**config.mk**
```make
export PLATFORM = sky130hd
export DESIGN_NAME = ooo_hazard_top
export DESIGN_NICKNAME = d
export VERILOG_FILES = /design/src/source/hazard_pkg.sv /design/src/source/reg_scoreboard.sv /design/src/source/ooo_hazard_unit.sv /design/src/source/trap_recorder.sv /design/src/source/hazard_cfg_axil.sv /design/src/source/ooo_hazard_top.sv
export SDC_FILE = /design/constraint.sdc
export NUM_CORES = 1
export LEC_CHECK = 0
export ABC_CLOCK_PERIOD_IN_PS = 5150
export BUFFER_PORTS_ARGS = -buffer_cell sky130_fd_sc_hd__buf_4
export CORE_UTILIZATION = 35
export DETAILED_ROUTE_END_ITERATION = 12
export GPL_ROUTABILITY_DRIVEN = 1
export SETUP_SLACK_MARGIN = 0.05
export SLEW_MARGIN = 20
export SYNTH_ARGS = -nofsm -noshare
export SYNTH_HDL_FRONTEND = slang
export SYNTH_SLANG_ARGS = --single-unit
```
**constraint.sdc**
```tcl
create_clock -name clk -period 5.15 [get_ports clk]
set_input_delay 0.7725 -clock clk [delete_from_list [all_inputs] [get_ports clk]]
set_output_delay 0.7725 -clock clk [all_outputs]
set_load 0.1 [all_outputs]
```
**src/source/hazard_pkg.sv**
```systemverilog
package hazard_pkg;

  // architectural register file and data path widths
  localparam int num_regs   = 32;
  localparam int reg_addr_w = 5;
  localparam int xlen       = 32;

  // register block address space, byte offsets
  localparam int axil_addr_w = 4;
  localparam logic [axil_addr_w-1:0] reg_ctrl    = 4'h0;
  localparam logic [axil_addr_w-1:0] reg_cause   = 4'h4;
  localparam logic [axil_addr_w-1:0] reg_epc     = 4'h8;
  localparam logic [axil_addr_w-1:0] reg_badaddr = 4'hC;

  // AXI response code, the block never errors
  localparam logic [1:0] resp_okay = 2'b00;

  // mcause exception codes, subset raised at commit
  typedef enum logic [3:0] {
    insn_misaligned  = 4'd0,
    insn_fault       = 4'd1,
    illegal_insn     = 4'd2,
    breakpoint       = 4'd3,
    load_misaligned  = 4'd4,
    load_fault       = 4'd5,
    store_misaligned = 4'd6,
    store_fault      = 4'd7,
    ecall_m          = 4'd11
  } exc_cause_e;

  // instruction leaving decode toward the issue queues
  typedef struct packed {
    logic                  valid;
    logic [reg_addr_w-1:0] rs1;
    logic [reg_addr_w-1:0] rs2;
    logic [reg_addr_w-1:0] rd;
    logic                  wen;
    logic [1:0]            src_a_sel;
    logic [1:0]            src_b_sel;
  } dispatch_t;

  // result writeback from any functional unit
  typedef struct packed {
    logic                  valid;
    logic [reg_addr_w-1:0] rd;
  } wb_t;

  typedef struct packed {
    logic i_mem_busy;
    logic d_mem_busy;
    logic busy_ls;
    logic rob_full;
    logic jump;
    logic branch;
    logic mispredict;
  } pipe_status_t;

  // exception flags and addresses seen at the head of the ROB
  typedef struct packed {
    logic            fault_insn;
    logic            mal_insn;
    logic            illegal_insn;
    logic            breakpoint;
    logic            env_m;
    logic            mal_l;
    logic            fault_l;
    logic            mal_s;
    logic            fault_s;
    logic [xlen-1:0] epc;
    logic [xlen-1:0] badaddr_i;
    logic [xlen-1:0] badaddr_d;
  } commit_exc_t;

  typedef struct packed {
    logic pc_en;
    logic stall_fetch_decode;
    logic stall_ex;
    logic stall;
    logic npc_sel;
    logic pipe_clear;
    logic intr;
  } hazard_ctrl_t;

  typedef struct packed {
    logic            valid;
    exc_cause_e      cause;
    logic [xlen-1:0] epc;
    logic [xlen-1:0] badaddr;
  } trap_rec_t;

  typedef struct packed {
    logic [axil_addr_w-1:0] awaddr;
    logic                   awvalid;
    logic [xlen-1:0]        wdata;
    logic [xlen/8-1:0]      wstrb;
    logic                   wvalid;
    logic                   bready;
    logic [axil_addr_w-1:0] araddr;
    logic                   arvalid;
    logic                   rready;
  } axil_req_t;

  typedef struct packed {
    logic            awready;
    logic            wready;
    logic [1:0]      bresp;
    logic            bvalid;
    logic            arready;
    logic [xlen-1:0] rdata;
    logic [1:0]      rresp;
    logic            rvalid;
  } axil_rsp_t;

endpackage

```
**src/source/reg_scoreboard.sv**
```systemverilog
`timescale 1ns/1ps

module reg_scoreboard
  import hazard_pkg::*;
(
  input  logic      clk,
  input  logic      rst_n,
  input  dispatch_t disp,
  input  wb_t       wb,
  output logic      rs1_busy,
  output logic      rs2_busy,
  output logic      rd_busy
);

  // one bit per architectural register, high while a write is in flight
  logic [num_regs-1:0] busy;
  logic [num_regs-1:0] busy_nxt;

  // decoded set and clear masks for this cycle
  logic [num_regs-1:0] set_mask;
  logic [num_regs-1:0] clr_mask;

  always_comb begin
    set_mask = '0;
    clr_mask = '0;
    // x0 is hardwired, a write to it never creates a dependency
    if (disp.valid && disp.wen && (disp.rd != '0)) begin
      set_mask[disp.rd] = 1'b1;
    end
    if (wb.valid) begin
      clr_mask[wb.rd] = 1'b1;
    end
  end

  always_comb begin
    // clear first, then set, so a same-cycle set on one register wins
    busy_nxt    = (busy & ~clr_mask) | set_mask;
    busy_nxt[0] = 1'b0;
  end

  always_ff @(posedge clk) begin
    if (!rst_n) begin
      busy <= '0;
    end else begin
      busy <= busy_nxt;
    end
  end

  // lookups use the registered state, so a dispatch sees
  // only producers from earlier cycles
  assign rs1_busy = busy[disp.rs1];
  assign rs2_busy = busy[disp.rs2];
  assign rd_busy  = busy[disp.rd];

  // x0 must stay free no matter what dispatch or writeback did
  a_x0_never_busy : assert property (
    @(posedge clk) disable iff (!rst_n)
    !busy[0]
  );

  // a register written back with no new producer is free next cycle
  a_wb_frees_reg : assert property (
    @(posedge clk) disable iff (!rst_n)
    (wb.valid && !(disp.valid && disp.wen && disp.rd == wb.rd))
      |=> !busy[$past(wb.rd)]
  );

endmodule

```
**src/source/ooo_hazard_unit.sv**
```systemverilog
`timescale 1ns/1ps

module ooo_hazard_unit
  import hazard_pkg::*;
(
  input  logic         clk,
  input  logic         rst_n,
  input  dispatch_t    disp,
  input  logic         rs1_busy,
  input  logic         rs2_busy,
  input  logic         rd_busy,
  input  pipe_status_t status,
  input  logic         exc_any,
  input  logic         intr_en,
  input  logic         sw_intr,
  input  logic         intr_taken,
  output hazard_ctrl_t ctrl
);

  // source operand selects 0 and 1 read the register file,
  // 2 and 3 take the pc or an immediate and need no producer
  function automatic logic src_busy(input logic [1:0] sel, input logic busy);
    logic reads_reg;
    reads_reg = (sel == 2'd0) || (sel == 2'd1);
    return reads_reg & busy;
  endfunction

  logic rs1_hazard;
  logic rs2_hazard;
  logic waw_hazard;
  logic data_hazard;
  logic mem_stall;
  logic branch_jump;
  logic intr_pend;

  assign rs1_hazard = src_busy(disp.src_a_sel, rs1_busy);
  assign rs2_hazard = src_busy(disp.src_b_sel, rs2_busy);

  // rd busy only matters when this instruction writes back too
  assign waw_hazard = rd_busy & disp.wen;

  assign data_hazard = rs1_hazard | rs2_hazard | waw_hazard;

  // load/store unit or data memory holding the back end
  assign mem_stall = status.d_mem_busy | status.busy_ls;

  // redirect on any jump or on a mispredicted branch
  assign branch_jump = status.jump | (status.branch & status.mispredict);

  // software interrupt request, enabled by the register block
  assign intr_pend = sw_intr & intr_en;

  always_comb begin
    // ROB full stalls every functional unit latch
    ctrl.stall_ex = status.rob_full;

    // front end holds on any back-end stall or operand dependency
    ctrl.stall_fetch_decode = ctrl.stall_ex | data_hazard;

    // pc only advances once fetch has its instruction and
    // decode is free to take the next one
    ctrl.pc_en = ~(status.i_mem_busy | ctrl.stall_fetch_decode | data_hazard);

    ctrl.stall = mem_stall | ctrl.stall_ex;

    ctrl.npc_sel = branch_jump;

    // exceptions at commit take precedence over a pending interrupt
    ctrl.intr = intr_pend & ~exc_any;

    // flush everything in flight on a trap or when the interrupt is taken
    ctrl.pipe_clear = exc_any | intr_taken;
  end

  // pc must hold while decode waits on a producer
  a_no_pc_on_hazard : assert property (
    @(posedge clk) disable iff (!rst_n)
    data_hazard |-> !ctrl.pc_en
  );

endmodule

```
**src/source/trap_recorder.sv**
```systemverilog
`timescale 1ns/1ps

module trap_recorder
  import hazard_pkg::*;
(
  input  logic            clk,
  input  logic            rst_n,
  input  commit_exc_t     exc,
  input  logic            trap_ack,
  output logic            exc_any,
  output trap_rec_t       rec,
  output logic [xlen-1:0] trap_count
);

  exc_cause_e      cause_sel;
  logic [xlen-1:0] badaddr_sel;

  // held record, valid kept apart from the payload
  logic            rec_valid;
  exc_cause_e      rec_cause;
  logic [xlen-1:0] rec_epc;
  logic [xlen-1:0] rec_badaddr;

  logic capture;

  assign exc_any = exc.fault_insn | exc.mal_insn | exc.illegal_insn |
                   exc.breakpoint | exc.env_m | exc.mal_l | exc.fault_l |
                   exc.mal_s | exc.fault_s;

  // synchronous exception priority, highest first
  always_comb begin
    cause_sel   = store_fault;
    badaddr_sel = exc.badaddr_d;
    if (exc.breakpoint) begin
      cause_sel   = breakpoint;
      badaddr_sel = '0;
    end else if (exc.fault_insn) begin
      cause_sel   = insn_fault;
      badaddr_sel = exc.badaddr_i;
    end else if (exc.mal_insn) begin
      cause_sel   = insn_misaligned;
      badaddr_sel = exc.badaddr_i;
    end else if (exc.illegal_insn) begin
      cause_sel   = illegal_insn;
      badaddr_sel = '0;
    end else if (exc.env_m) begin
      cause_sel   = ecall_m;
      badaddr_sel = '0;
    end else if (exc.mal_s) begin
      cause_sel = store_misaligned;
    end else if (exc.mal_l) begin
      cause_sel = load_misaligned;
    end else if (exc.fault_s) begin
      cause_sel = store_fault;
    end else if (exc.fault_l) begin
      cause_sel = load_fault;
    end
  end

  // only the first trap is kept until software acknowledges it
  assign capture = exc_any & ~rec_valid;

  always_ff @(posedge clk) begin
    if (!rst_n) begin
      rec_valid  <= 1'b0;
      trap_count <= '0;
    end else begin
      if (rec_valid && trap_ack) begin
        rec_valid <= 1'b0;
      end else if (capture) begin
        rec_valid <= 1'b1;
      end
      // every exception cycle is counted, recorded or not
      if (exc_any) begin
        trap_count <= trap_count + 1'b1;
      end
    end
  end

  always_ff @(posedge clk) begin
    if (capture) begin
      rec_cause   <= cause_sel;
      rec_epc     <= exc.epc;
      rec_badaddr <= badaddr_sel;
    end
  end

  assign rec.valid   = rec_valid;
  assign rec.cause   = rec_cause;
  assign rec.epc     = rec_epc;
  assign rec.badaddr = rec_badaddr;

  // a held record is frozen until it is acknowledged
  a_rec_frozen : assert property (
    @(posedge clk) disable iff (!rst_n)
    rec_valid |=> $stable(rec_cause)
  );

endmodule

```
**src/source/hazard_cfg_axil.sv**
```systemverilog
`timescale 1ns/1ps

module hazard_cfg_axil
  import hazard_pkg::*;
(
  input  logic            clk,
  input  logic            rst_n,
  input  axil_req_t       axil_req,
  output axil_rsp_t       axil_rsp,
  input  trap_rec_t       rec,
  input  logic [xlen-1:0] trap_count,
  output logic            intr_en,
  output logic            sw_intr,
  output logic            trap_ack
);

  logic wr_hs;
  logic rd_hs;

  logic            bvalid_q;
  logic            rvalid_q;
  logic [xlen-1:0] rdata_q;
  logic [xlen-1:0] rd_mux;

  // trap count as seen in the upper half of the control register
  logic [15:0] count_sat;

  // address and data must arrive together, one write in flight at a time
  assign wr_hs = axil_req.awvalid & axil_req.wvalid & ~bvalid_q;

  // one read in flight, the next waits for rready
  assign rd_hs = axil_req.arvalid & ~rvalid_q;

  assign axil_rsp.awready = wr_hs;
  assign axil_rsp.wready  = wr_hs;
  assign axil_rsp.arready = rd_hs;
  assign axil_rsp.bvalid  = bvalid_q;
  assign axil_rsp.bresp   = resp_okay;
  assign axil_rsp.rvalid  = rvalid_q;
  assign axil_rsp.rdata   = rdata_q;
  assign axil_rsp.rresp   = resp_okay;

  // any write to the cause register releases the held trap record
  assign trap_ack = wr_hs & (axil_req.awaddr == reg_cause);

  always_ff @(posedge clk) begin
    if (!rst_n) begin
      intr_en <= 1'b0;
      sw_intr <= 1'b0;
    end else if (wr_hs && (axil_req.awaddr == reg_ctrl) && axil_req.wstrb[0]) begin
      intr_en <= axil_req.wdata[0];
      sw_intr <= axil_req.wdata[1];
    end
  end

  // write response
  always_ff @(posedge clk) begin
    if (!rst_n) begin
      bvalid_q <= 1'b0;
    end else if (wr_hs) begin
      bvalid_q <= 1'b1;
    end else if (axil_req.bready) begin
      bvalid_q <= 1'b0;
    end
  end

  assign count_sat = (|trap_count[xlen-1:16]) ? 16'hFFFF : trap_count[15:0];

  always_comb begin
    case (axil_req.araddr)
      reg_ctrl:    rd_mux = {count_sat, 14'b0, sw_intr, intr_en};
      reg_cause:   rd_mux = {rec.valid, 27'b0, rec.cause};
      reg_epc:     rd_mux = rec.epc;
      reg_badaddr: rd_mux = rec.badaddr;
      // unmapped offsets read as zero
      default:     rd_mux = '0;
    endcase
  end

  // read response, data held steady while rvalid waits on rready
  always_ff @(posedge clk) begin
    if (!rst_n) begin
      rvalid_q <= 1'b0;
    end else if (rd_hs) begin
      rvalid_q <= 1'b1;
    end else if (axil_req.rready) begin
      rvalid_q <= 1'b0;
    end
  end

  always_ff @(posedge clk) begin
    if (rd_hs) begin
      rdata_q <= rd_mux;
    end
  end

  // write response must not be withdrawn before the master takes it
  a_bvalid_held : assert property (
    @(posedge clk) disable iff (!rst_n)
    (bvalid_q && !axil_req.bready) |=> bvalid_q
  );

  // same for read data, which must also stay unchanged
  a_rdata_held : assert property (
    @(posedge clk) disable iff (!rst_n)
    (rvalid_q && !axil_req.rready) |=> (rvalid_q && $stable(rdata_q))
  );

endmodule

```
**src/source/ooo_hazard_top.sv**
```systemverilog
`timescale 1ns/1ps

module ooo_hazard_top
  import hazard_pkg::*;
(
  input  logic         clk,
  input  logic         rst_n,
  input  dispatch_t    disp,
  input  wb_t          wb,
  input  pipe_status_t status,
  input  commit_exc_t  exc,
  input  logic         intr_taken,
  input  axil_req_t    axil_req,
  output hazard_ctrl_t ctrl,
  output axil_rsp_t    axil_rsp
);

  logic            rs1_busy;
  logic            rs2_busy;
  logic            rd_busy;
  logic            exc_any;
  logic            intr_en;
  logic            sw_intr;
  logic            trap_ack;
  trap_rec_t       rec;
  logic [xlen-1:0] trap_count;

  reg_scoreboard u_scoreboard (
    .clk      (clk),
    .rst_n    (rst_n),
    .disp     (disp),
    .wb       (wb),
    .rs1_busy (rs1_busy),
    .rs2_busy (rs2_busy),
    .rd_busy  (rd_busy)
  );

  ooo_hazard_unit u_hazard (
    .clk        (clk),
    .rst_n      (rst_n),
    .disp       (disp),
    .rs1_busy   (rs1_busy),
    .rs2_busy   (rs2_busy),
    .rd_busy    (rd_busy),
    .status     (status),
    .exc_any    (exc_any),
    .intr_en    (intr_en),
    .sw_intr    (sw_intr),
    .intr_taken (intr_taken),
    .ctrl       (ctrl)
  );

  trap_recorder u_trap (
    .clk        (clk),
    .rst_n      (rst_n),
    .exc        (exc),
    .trap_ack   (trap_ack),
    .exc_any    (exc_any),
    .rec        (rec),
    .trap_count (trap_count)
  );

  hazard_cfg_axil u_cfg (
    .clk        (clk),
    .rst_n      (rst_n),
    .axil_req   (axil_req),
    .axil_rsp   (axil_rsp),
    .rec        (rec),
    .trap_count (trap_count),
    .intr_en    (intr_en),
    .sw_intr    (sw_intr),
    .trap_ack   (trap_ack)
  );

endmodule

```
# --- Yosys cells after proc, flatten, opt, wreduce, memory -nomap -nowiden ---
# Cells that the tools add are included.
classes:
  n_addsub: 1
  mul: 0
  n_div: 0
  order_cmp: 6
  n_eq_ne: 6
  shifts: 0
  n_mux: 30
  bitwise: 37
  reduce_logical: 21
op_table:
  columns: ["op", "n"]
  rows:
  - ["$mux 32", 6]
  - ["$pmux 32 s4", 1]
  - ["$add 32x1->32 const B", 1]
  - ["$and 32x32->32", 1]
  - ["$not 32->32", 1]
  - ["$or 32x32->32", 1]
  - ["$lt 5x6->1 const B", 4]
  - ["$or 1x1->1", 17]
  - ["$mux 16", 1]
  - ["$mux 4", 4]
  - ["$reduce_or 16->1", 1]
  - ["$bmux 1 s5", 3]
  - ["$and 1x1->1", 11]
  - ["$demux 1 s5", 2]
  - ["$ge 5x1->1 const B", 2]
  - ["$mux 1", 9]
  - ["$eq 4x3->1 const B", 2]
  - ["$eq 4x4->1 const B", 2]
  - ["$logic_not 4->1", 2]
  - ["$mux 2", 4]
  - ["$logic_and 1x1->1", 7]
  - ["$not 1->1", 6]
  - ["$reduce_bool 5->1", 1]
  - ["$reduce_or 5->1", 1]
  - ["6 further kinds", 11]
totals:
  ff_bits: 169
  latch_bits: 0
  mem_bits_rw: 0
  romBits: 0
  input_bits: 191
  mem_count: 0

# --- Longest topological paths before layout ---
# Gate-level depths: netlist (run 1).
logic_depth:
  ltp_word: 10
  depth_mapped: 7
  mapped_depth_nobuf: 5

# --- Modules after synthesis ---
# Synthesis (run 1) repeated with hierarchy kept, for this count alone.
hier_totals:
  cells_unflattened: 743
  area_unflattened_um2: 8653.3
by_module_without_submodules:
  columns: ["module", "instances", "cells_per_inst", "area_each_um2", "seq_area_each_um2"]
  rows:
  - ["trap_recorder", 1, 319, 4127.7, 2702.6]
  - ["reg_scoreboard", 1, 237, 2308.5, 620.6]
  - ["hazard_cfg_axil", 1, 174, 2129.5, 1041.0]
  - ["ooo_hazard_unit", 1, 13, 87.6, 0.0]

# --- Worst setup path after synthesis (run 1) ---
# OpenSTA, ideal clock, no wires.
synth_timing:
  path_type: "input port to output port"
  startpoint: "input disp[6] in the netlist's numbering"
  endpoint: "output ctrl[6] in the netlist's numbering"
  arrival_time_ns: 4.899
  required_time_ns: 4.378
  path_slack_ns: -0.522
  stages: 6
  n_path_buf: 2
  path_cell_list: "clkbuf_1 buf_1 mux4_2 a221oi_2 a31oi_1 nor4_1"
synth_lines:
  columns: ["item", "line", "source"]
  rows:
  - ["start, declared", "ooo_hazard_top.sv:8", "input dispatch_t disp,"]
  - ["end, declared", "ooo_hazard_top.sv:14", "output hazard_ctrl_t ctrl,"]

==> results.json, run 1 <==
{
  "netlist_area_mm2": 0.00791,
  "fin_util_pct": 46.8,
  "power.switching_w": 0.000953,
  "cts_max_path_buffers": 2,
  "busiest_layer": "met2",
  "vias_per_cell": 5.24,
  "met2_usage_pct": 29.3,
  "path_clk_slew_ns": 0.07,
  "setup_viol": 0,
  "pwr-share-seq_pct": 45.8,
  "synth.top_cell.area_share_pct": 38.0,
  "globalRouteMet1Util_pct": 23.3,
  "drive_gt1_share_pct": 30.9,
  "syn2layout_area_growth_pct": 30.1,
  "syn_area_per_cell_um2": 11.2,
  "critPathKind": "in -> out",
  "design_power_total_w": 0.00332,
  "overflow": 0,
  "path_max_fanout": 18,
  "post_cts_buffers": 0,
  "use_met3_pct": 3.24,
  "crit_chain": "buf_4 > mux4_2 > a22o_1 > a221oi_2 > a31oi_1 > or3_1 > buf_4",
  "htree_num_levels": 4,
  "nNetsFinal": 1084,
  "critPathMostFrequentCell": "buf_4",
  "cp.required_ns": 4.38,
  "grt_max_degree": 69,
  "cp-end-kind": "output port",
  "antenna_found_initial": 0,
  "yosysMostFrequentCell": "edfxtp_1",
  "reg2reg_depth": 5,
  "fin_hold_ws_ns": 0.486,
  "hold_violations": 0,
  "cts.sinks": 168,
  "async_reset_ff_share_pct": 0,
  "clockPowerShare_pct": 40.5,
  "diodes": 0,
  "drtIter0Drc": 420,
  "violations": "design-rule violations",
  "grt_pass1_wl_um": 32200,
  "wl_per_cell_um": 17.0,
  "synth-seq-cells": 168,
  "postRouteAntennaNets": 0,
  "core_mm2": 0.0220,
  "min_period_over_period_pct": 69.4,
  "fp.dieW_um": 152,
  "min_to": "u_cfg.bvalid_q",
  "clk-insertion-delay-late_ns": 0.43,
  "synth_top_cells_by_count": "edfxtp_1 (100), dfxtp_1 (68), nand2_1 (65)",
  "drc": 18,
  "fp.dieH_um": 152,
  "p_leak_nw": 4.00,
  "timing.fmax_mhz": 280,
  "vias": 6207,
  "yosys_warnings": 0,
  "p_int_w": 0.00237,
  "dp_hpwl_um": 14300,
  "hold_buffers": 0,
  "slew_headroom_pct": 32.6,
  "worstPathArrival_ns": 2.80,
  "port_buffers": 199,
  "wl_um": 20200,
  "skew_ns": 0.0184,
  "timing.critical_path.buf_inv": 2,
  "setup_tns_ns": 0,
  "combPwrFrac_pct": 13.7,
  "critPathTopFamily": "compound AO/OA/AOI/OAI gates",
  "yosys.area.top_type": "edfxtp_1",
  "dieArea_mm2": 0.0232,
  "tightest_slew_ns": 1.01,
  "clockRootBuffer": "clkbuf_16",
  "slowest_stage": "mux4_2",
  "grt_setup_unrepaired": "false",
  "hold_depth": 2,
  "ys_seq_area_share_pct": 55.2,
  "synth_edf_count": 100,
  "grt_pass1_vias": 5986,
  "vdd.ir_drop.worst_mv": 0.243,
  "sw_frac_of_total_pct": 28.7,
  "period_minus_slack_ns": 3.57,
  "grt_use_total_pct": 17.7,
  "dr.pass1.iters": 9,
  "gp_congestion": 0.804,
  "rows": 54,
  "numCtsBuffers": 17,
  "fill_cells": 2060,
  "cp_slowest_stage_delay_ns": 0.54,
  "synthFlopType": "edfxtp_1",
  "cts_resized": 0,
  "run_status": "finished with violations",
  "powerDensity_mw_per_mm2": 323,
  "synthTopCellsByArea": "edfxtp_1 (38%), dfxtp_1 (17%), a22o_1 (5.3%), mux4_2 (3.7%), o21ai_0 (3.5%)",
  "r2r_end": "u_trap.trap_count[27]",
  "ios": 239,
  "synth_cells": 709,
  "slew_viol_final": 0,
  "hold_path_class": "reg -> reg",
  "synth_cell_types": 59,
  "cp-start-kind": "primary input",
  "ff2ff_setup_slack_ns": 2.92,
  "hp-start": "u_cfg.bvalid_q",
  "rr_startpoint": "u_trap.trap_count[4]",
  "max_cap_violations": 0,
  "initial_core_util_pct": 36.0,
  "cts_tree": "built"
}
==> sequential cells by signal (all words and copies together) (netlist names) <==
signal	count
u_cfg.rdata_q	32
u_trap.rec_valid	1
u_trap.rec_badaddr	32
u_cfg.rvalid_q	1
u_trap.rec_epc	32
u_trap.rec_cause	4
u_cfg.bvalid_q	1
u_cfg.sw_intr	1
u_cfg.intr_en	1
u_scoreboard.busy	31
u_trap.trap_count	32
==> worst reg2reg max path, delay by kind of cell, from the launching register on <==
kind | cells | cell delay, ns
AND/OR/NAND/NOR | 2 | 0.76
AO/OA/AOI/OAI | 3 | 0.86
flip-flops | 1 | 0.45
==> worst max path at each step <==
stage                  from       to  slack (ns)  depth (start not counted)
global placement    disp[5]  ctrl[5]        1.59                          7
floorplan           disp[6]  ctrl[6]        0.63                          6
CTS                 disp[5]  ctrl[5]        1.59                          7
detailed placement  disp[5]  ctrl[5]        1.59                          7
global route        disp[5]  ctrl[6]        1.50                          7
finish              disp[5]  ctrl[5]        1.58                          7
==> area by class of cell <==
type,instances,area (um2),share of cell area [%]
sequential,168,4360,42.4
timing repair buffer,209,1570,15.3
inverter,14,52.6,0.511
clock inverter,15,210,2.04
tap,280,350,3.41
multi-input combinational,482,3310,32.2
clock buffer,17,425,4.14
==> layer usage <==
metal | wire [um] | vias up
met5 | 0 | -
li1 | - | 3072
met2 | 9780 | 172
met3 | 1020 | 19
met1 | 9070 | 2944
met4 | 318 | 0
==> cells in the final DEF (no fill, tap or decap), types with 15 or more instances in the layout <==
cell type,n
xnor2_1,18
dfxtp_1,68
buf_4,209
a22oi_1,17
edfxtp_1,100
a22o_1,48
nand3_1,15
clkbuf_16,17
o21ai_0,55
nor2_1,41
nand2_1,65
a21oi_1,43
mux2i_1,19
==> metrics by stage <==
stage,cells,worst slack [ns],cell area [um2]
4_1_cts,1185,1.59,10300
3_3_place_gp,1153,1.59,9650
3_5_place_dp,1153,1.59,9650
2_1_floorplan,712,0.634,7930
5_1_grt,1185,1.50,10300
6_report,1185,1.58,10300
==> power groups by stage <==
stage	Clock, W	Combinational [W]	Sequential (W)
finish	0.00134	0.000454	0.00152
global route	0.00142	0.000480	0.00153
floorplan	0	0.000178	0.00166
CTS	0.00137	0.000457	0.00152
detailed placement	0	0.000457	0.00155
global placement	0	0.000455	0.00155
==> kinds of logic (layout without fill, tap and decap cells) <==
| family | count (synthesis) | count (layout) | share of synthesized area [%] |
|---|---|---|---|
| muxes | 37 | 37 | 6.82 |
| DFF | 168 | 168 | 55.2 |
| adders and majority gates | 1 | 1 | 0.158 |
| AOI/OAI and AO/OA | 192 | 192 | 16.4 |
| and+or+nand+nor | 228 | 228 | 15.5 |
| buffers and inverters | 62 | 255 | 3.73 |
| xor gates and xnor gates | 20 | 20 | 2.21 |
| other | 1 | 4 | 0.0474 |
Power figures use the tool's default switching activity.
==> run 2: changes to the inputs <==
Settings changed: ABC_AREA from default to 1, ABC_CLOCK_PERIOD_IN_PS 5150 to 2950.
Clock period 5.15 ns to 2.95 ns, I/O delays scaled along.
==> results.json, run 2 <==
{
  "hold_violations": 0,
  "syn_area_per_cell_um2": 7.95,
  "hold_buffers": 0,
  "yosysMostFrequentCell": "nand2_1",
  "post_cts_buffers": 0,
  "fp.dieW_um": 159,
  "async_reset_ff_share_pct": 0,
  "run_status": "finished clean",
  "tightest_slew_ns": 0.988,
  "drive_gt1_share_pct": 22.2,
  "synthSimpleGateAreaFrac_pct": 30.5,
  "cts_tree": "built",
  "yosys.area_share.xor_xnor_pct": 1.12,
  "dieArea_mm2": 0.0252,
  "vias_per_cell": 4.96,
  "timing.fmax_mhz": 401,
  "synthFlopType": "edfxtp_1",
  "yosys.area.top_type": "edfxtp_1",
  "clockRootBuffer": "clkbuf_16",
  "synthTopCellsByArea": "edfxtp_1 (35%), nand2_1 (17%), dfxtp_1 (16%), nand3_1 (5.9%), o21ai_0 (5.2%)",
  "register_area_mm2": 0.00436,
  "hold_depth": 1,
  "skew_ns": 0.0137,
  "overflow": 0,
  "grt_use_total_pct": 19.5,
  "drtIter0Drc": 524,
  "cp-end-kind": "output port",
  "synth-seq-cells": 168,
  "reg2reg_depth": 4,
  "wl_um": 24200,
  "cp-start-kind": "primary input",
  "vdd.ir_drop.worst_mv": 0.286,
  "wl_per_cell_um": 15.1,
  "synthMuxAreaShare_pct": 0,
  "pre_cts_ws_ns": 0.452,
  "antenna_found_initial": 0,
  "final_common_cell": "nand2_1",
  "cp.required_ns": 2.51,
  "grt_max_degree": 54,
  "min_period_over_period_pct": 84.5,
  "fp.dieH_um": 159,
  "nNetsFinal": 1460,
  "syn2layout_area_growth_pct": 28.0,
  "cts.sinks": 168,
  "synth_cell_types": 44,
  "layout_common_cells": "nand2_1 (379), buf_4 (215), nand3_1 (101)",
  "htree_num_levels": 4,
  "cts_max_path_buffers": 2,
  "numCtsBuffers": 17,
  "vias": 7941,
  "yosys_warnings": 0,
  "rows": 56,
  "powerDensity_mw_per_mm2": 515,
  "path_clk_slew_ns": 0.08,
  "hold_path_class": "in -> reg",
  "min_to": "u_trap.rec_epc[25]",
  "clk-insertion-delay-late_ns": 0.43,
  "netlist_area_mm2": 0.00858,
  "worst_slack_ns": 0.458,
  "setup_viol": 0,
  "synth_cells": 1079,
  "ios": 239,
  "r2r_end": "u_cfg.rdata_q[17]",
  "critPathKind": "in -> out",
  "grt_pass1_wl_um": 37700,
  "synth_top_family_by_area": "simple AND/OR/NAND/NOR gates",
  "gp_congestion": 0.894,
  "fin_hold_ws_ns": 0.181,
  "synth.top_cell.area_share_pct": 35.0,
  "core_mm2": 0.0238,
  "worstPathArrival_ns": 2.05,
  "grt_pass1_vias": 7241,
  "synth_top_cells_by_count": "nand2_1 (379), nand3_1 (101), edfxtp_1 (100)",
  "initial_core_util_pct": 36.1,
  "synth_edf_count": 100,
  "cts_resized": 0,
  "dr.pass1.iters": 5,
  "setup_tns_ns": 0,
  "p_leak_nw": 4.44,
  "diodes": 0,
  "drc": 0,
  "ys_seq_area_share_pct": 50.8,
  "hp-start": "exc[89]",
  "period_minus_slack_ns": 2.49,
  "synth_compound_area_share_pct": 11.0,
  "grt_setup_unrepaired": "false",
  "synthAdderAreaFrac_pct": 0.146,
  "multiInputGateArea_mm2": 0.00373,
  "port_buffers": 199,
  "slew_viol_final": 0,
  "ff2ff_setup_slack_ns": 0.62,
  "slew_headroom_pct": 34.1,
  "max_cap_violations": 0,
  "postRouteAntennaNets": 0,
  "fill_cells": 2345,
  "dp_hpwl_um": 17800,
  "path_max_fanout": 17,
  "rr_startpoint": "u_trap.trap_count[20]"
}
## run 2: metrics by stage
stage          area [um2]  utilization (%)  power (W)  std cells
2_1_floorplan        8620                -    0.00321       1082
3_3_place_gp        10400             43.8    0.00351       1568
3_5_place_dp        10400             43.8    0.00352       1568
4_1_cts             11000             46.3    0.00570       1600
5_1_grt             11000             46.3    0.00583       1600
6_report            11000             46.3    0.00565       1600
## run 2: power by group
group          internal [W]  switching (W)  leakage [nW]
registers           0.00262      0.0000405          1.57
logic              0.000252       0.000555          2.60
clock network       0.00113        0.00106         0.280
## run 2: how the worst max path moves through the flow
stage	from	end	slack, ns	cells after the start
2_1_floorplan	axil_req[1]	axil_rsp[35]	0.11	3
3_3_place_gp	disp[15]	ctrl[6]	0.48	11
3_5_place_dp	disp[15]	ctrl[6]	0.45	11
4_1_cts	disp[15]	ctrl[6]	0.45	11
5_1_grt	disp[15]	ctrl[6]	0.26	11
6_report	disp[15]	ctrl[5]	0.46	11
## run 2: logic make-up after synthesis
logic type,Yosys count
simple gates,600
compound gates,175
flops,168
buf+inv,123
xor+xnor,11
fa+ha+maj,1
other cells,1
## run 2: cell type report
type                    count  share of cell area, %
inverters                  74                   2.57
flip-flops and latches    168                   39.7
well taps                 319                   3.63
clock inverters            15                   1.34
multi-input cells         791                   34.0
repair buffers            216                   14.9
clock buffers              17                   3.87
## run 2: worst max-delay path, stage by stage
cell and delay [ns]:
buf_4 0.18, inv_1 0.37, nand2_1 0.10, nand3_1 0.09
nand3_1 0.10, nand2_1 0.09, nand2_1 0.05, nand3_1 0.07
nand3b_1 0.13, nand3_4 0.12, buf_4 0.29
## run 2: routing by layer
metal | track usage (%) | vias to the layer above | share of wire, %
met1 | 25.6 | 3655 | 44
met4 | 5.45 | 0 | 1.4
met2 | 33.2 | 249 | 48
met5 | 0 | - | 0
met3 | 3.08 | 26 | 5.7
li1 | - | 4011 | -
==> run 3: changes to the inputs <==
Settings changed: ABC_CLOCK_PERIOD_IN_PS 2950 to 2200.
Clock period 2.95 ns to 2.2 ns, I/O delays scaled along.
==> results.json, run 3 (synthesized netlist as in run 2, its figures left out) <==
{
  "slew_headroom_pct": 57.8,
  "hold_depth": 1,
  "vdd.ir_drop.worst_mv": 0.431,
  "dieArea_mm2": 0.0252,
  "setup_viol": 0,
  "drive_gt1_share_pct": 24.8,
  "timing.critical_path.buf_inv": 1,
  "dp_hpwl_um": 18500,
  "cp.required_ns": 1.87,
  "fin_hold_ws_ns": 0.0649,
  "core_mm2": 0.0238,
  "register_area_mm2": 0.00439,
  "min_to": "u_trap.rec_epc[25]",
  "crit_chain": "nand2_1 > nand2_1 > nand2_1 > nand2_1 > nand2_1 > nand2_1 > nor2_2 > nand2_2 > a21oi_2 > nand3_4 > nor2_4 > buf_12",
  "port_buffers": 199,
  "fp.dieH_um": 159,
  "nNetsFinal": 1479,
  "initial_core_util_pct": 36.1,
  "powerDensity_mw_per_mm2": 684,
  "fp.dieW_um": 159,
  "use_met3_pct": 2.97,
  "htree_num_levels": 4,
  "cts_tree": "built",
  "wl_um": 24700,
  "reg2reg_depth": 5,
  "gp_congestion": 0.868,
  "grt_pass1_vias": 7513,
  "busiest_layer": "met2",
  "clockRootBuffer": "clkbuf_16",
  "postRouteAntennaNets": 0,
  "period_minus_slack_ns": 2.20,
  "r2r_end": "u_cfg.rdata_q[26]",
  "dr.pass1.iters": 5,
  "path_clk_slew_ns": 0.08,
  "fill_cells": 2335,
  "grt_setup_unrepaired": "true",
  "multiInputGateArea_mm2": 0.00375,
  "cp-start-kind": "flop",
  "hold_path_class": "in -> reg",
  "cts.sinks": 168,
  "final_common_cell": "nand2_1",
  "rows": 56,
  "critPathTopFamily": "simple AND/OR/NAND/NOR gates",
  "drtIter0Drc": 508,
  "design_area_mm2": 0.0112,
  "met2_usage_pct": 34.3,
  "timing.fmax_mhz": 456,
  "vias": 8049,
  "grt_use_total_pct": 20.3,
  "hp-start": "exc[89]",
  "critPathKind": "reg -> out",
  "tightest_slew_ns": 0.630,
  "cts_max_path_buffers": 2,
  "worstPathArrival_ns": 1.87,
  "hold_violations": 0,
  "layout_common_cells": "nand2_1 (376), buf_4 (232), nand3_1 (101)",
  "skew_ns": 0.0143,
  "run_status": "finished clean",
  "max_cap_violations": 0,
  "min_period_over_period_pct": 99.8,
  "critPathMostFrequentCell": "nand2_1",
  "wl_per_cell_um": 15.2,
  "cp-end-kind": "output port",
  "syn2layout_area_growth_pct": 30.7,
  "ios": 239,
  "grt_max_degree": 51,
  "cp_slowest_stage_delay_ns": 0.35,
  "ff2ff_setup_slack_ns": 0.33,
  "numCtsBuffers": 17,
  "slew_viol_final": 0,
  "slowest_stage": "dfxtp_2",
  "rr_startpoint": "u_trap.trap_count[17]",
  "hold_buffers": 0,
  "overflow": 0,
  "drc": 0,
  "antenna_found_initial": 1,
  "globalRouteMet1Util_pct": 26.3,
  "vias_per_cell": 4.97,
  "p_leak_nw": 4.59,
  "path_max_fanout": 4,
  "clk-insertion-delay-late_ns": 0.44,
  "grt_pass1_wl_um": 39000,
  "dpl_cell_area_mm2": 0.0106
}
==> run 3: cell count changes in the layout (fill, tap and decap cells not counted), sizes merged <==
cell and delta:
buf +19, clkinvlp -1, diode +1, inv +1
==> run 3: area by class of cell <==
cell class,count,area share [%]
inverter,74,2.54
clock buffer,17,3.79
antenna,1,0.0223
timing repair buffer,235,16.1
multi-input combinational,791,33.4
sequential,168,39.1
clock inverter,15,1.49
tap,319,3.56
==> run 3: repair_timing <==
item	4_1_cts	5_1_grt
pin swaps	10	2
setup buffers	0	1
cloned	0	0
resized for setup	21	2
endpoints found under the setup margin	2	3
==> run 3: metal layers <==
layer | routed length [um] | share of wire (%) | up-vias
met1 | 11000 | 45 | 3729
met2 | 12000 | 49 | 238
met5 | 0 | 0 | -
li1 | - | - | 4057
met4 | 422 | 1.7 | 0
met3 | 1270 | 5.1 | 25
==> run 3: metrics by stage <==
step | power (W) | util, % | setup TNS [ns] | instances | setup slack, ns
global placement | 0.00473 | 44.5 | 0 | 1586 | 0.0333
detailed placement | 0.00474 | 44.5 | 0 | 1586 | 0.0362
global route | 0.00794 | 47.2 | -0.213 | 1620 | -0.135
floorplan | 0.00431 | - | -0.229 | 1082 | -0.229
CTS | 0.00774 | 47.2 | -0.00808 | 1618 | -0.00808
finish | 0.00767 | 47.2 | 0 | 1620 | 0.00488
==> run 3: report_power, final <==
group	internal [W]	switching (W)	leakage, nW
Sequential	0.00351	0.0000538	1.57
Clock	0.00154	0.00147	0.294
Combinational	0.000357	0.000752	2.72
==> run 3: worst max-delay path by stage <==
stage                               start  slack (ns)  depth (start not counted)  endpoint
floorplan                         disp[5]       -0.23                         13   ctrl[6]
global placement                  disp[5]        0.03                         14   ctrl[6]
detailed placement                disp[5]        0.04                         14   ctrl[6]
CTS                 u_scoreboard.busy[31]      -0.008                         12   ctrl[6]
global route        u_scoreboard.busy[29]       -0.13                         12   ctrl[6]
finish              u_scoreboard.busy[12]       0.005                         12   ctrl[6]
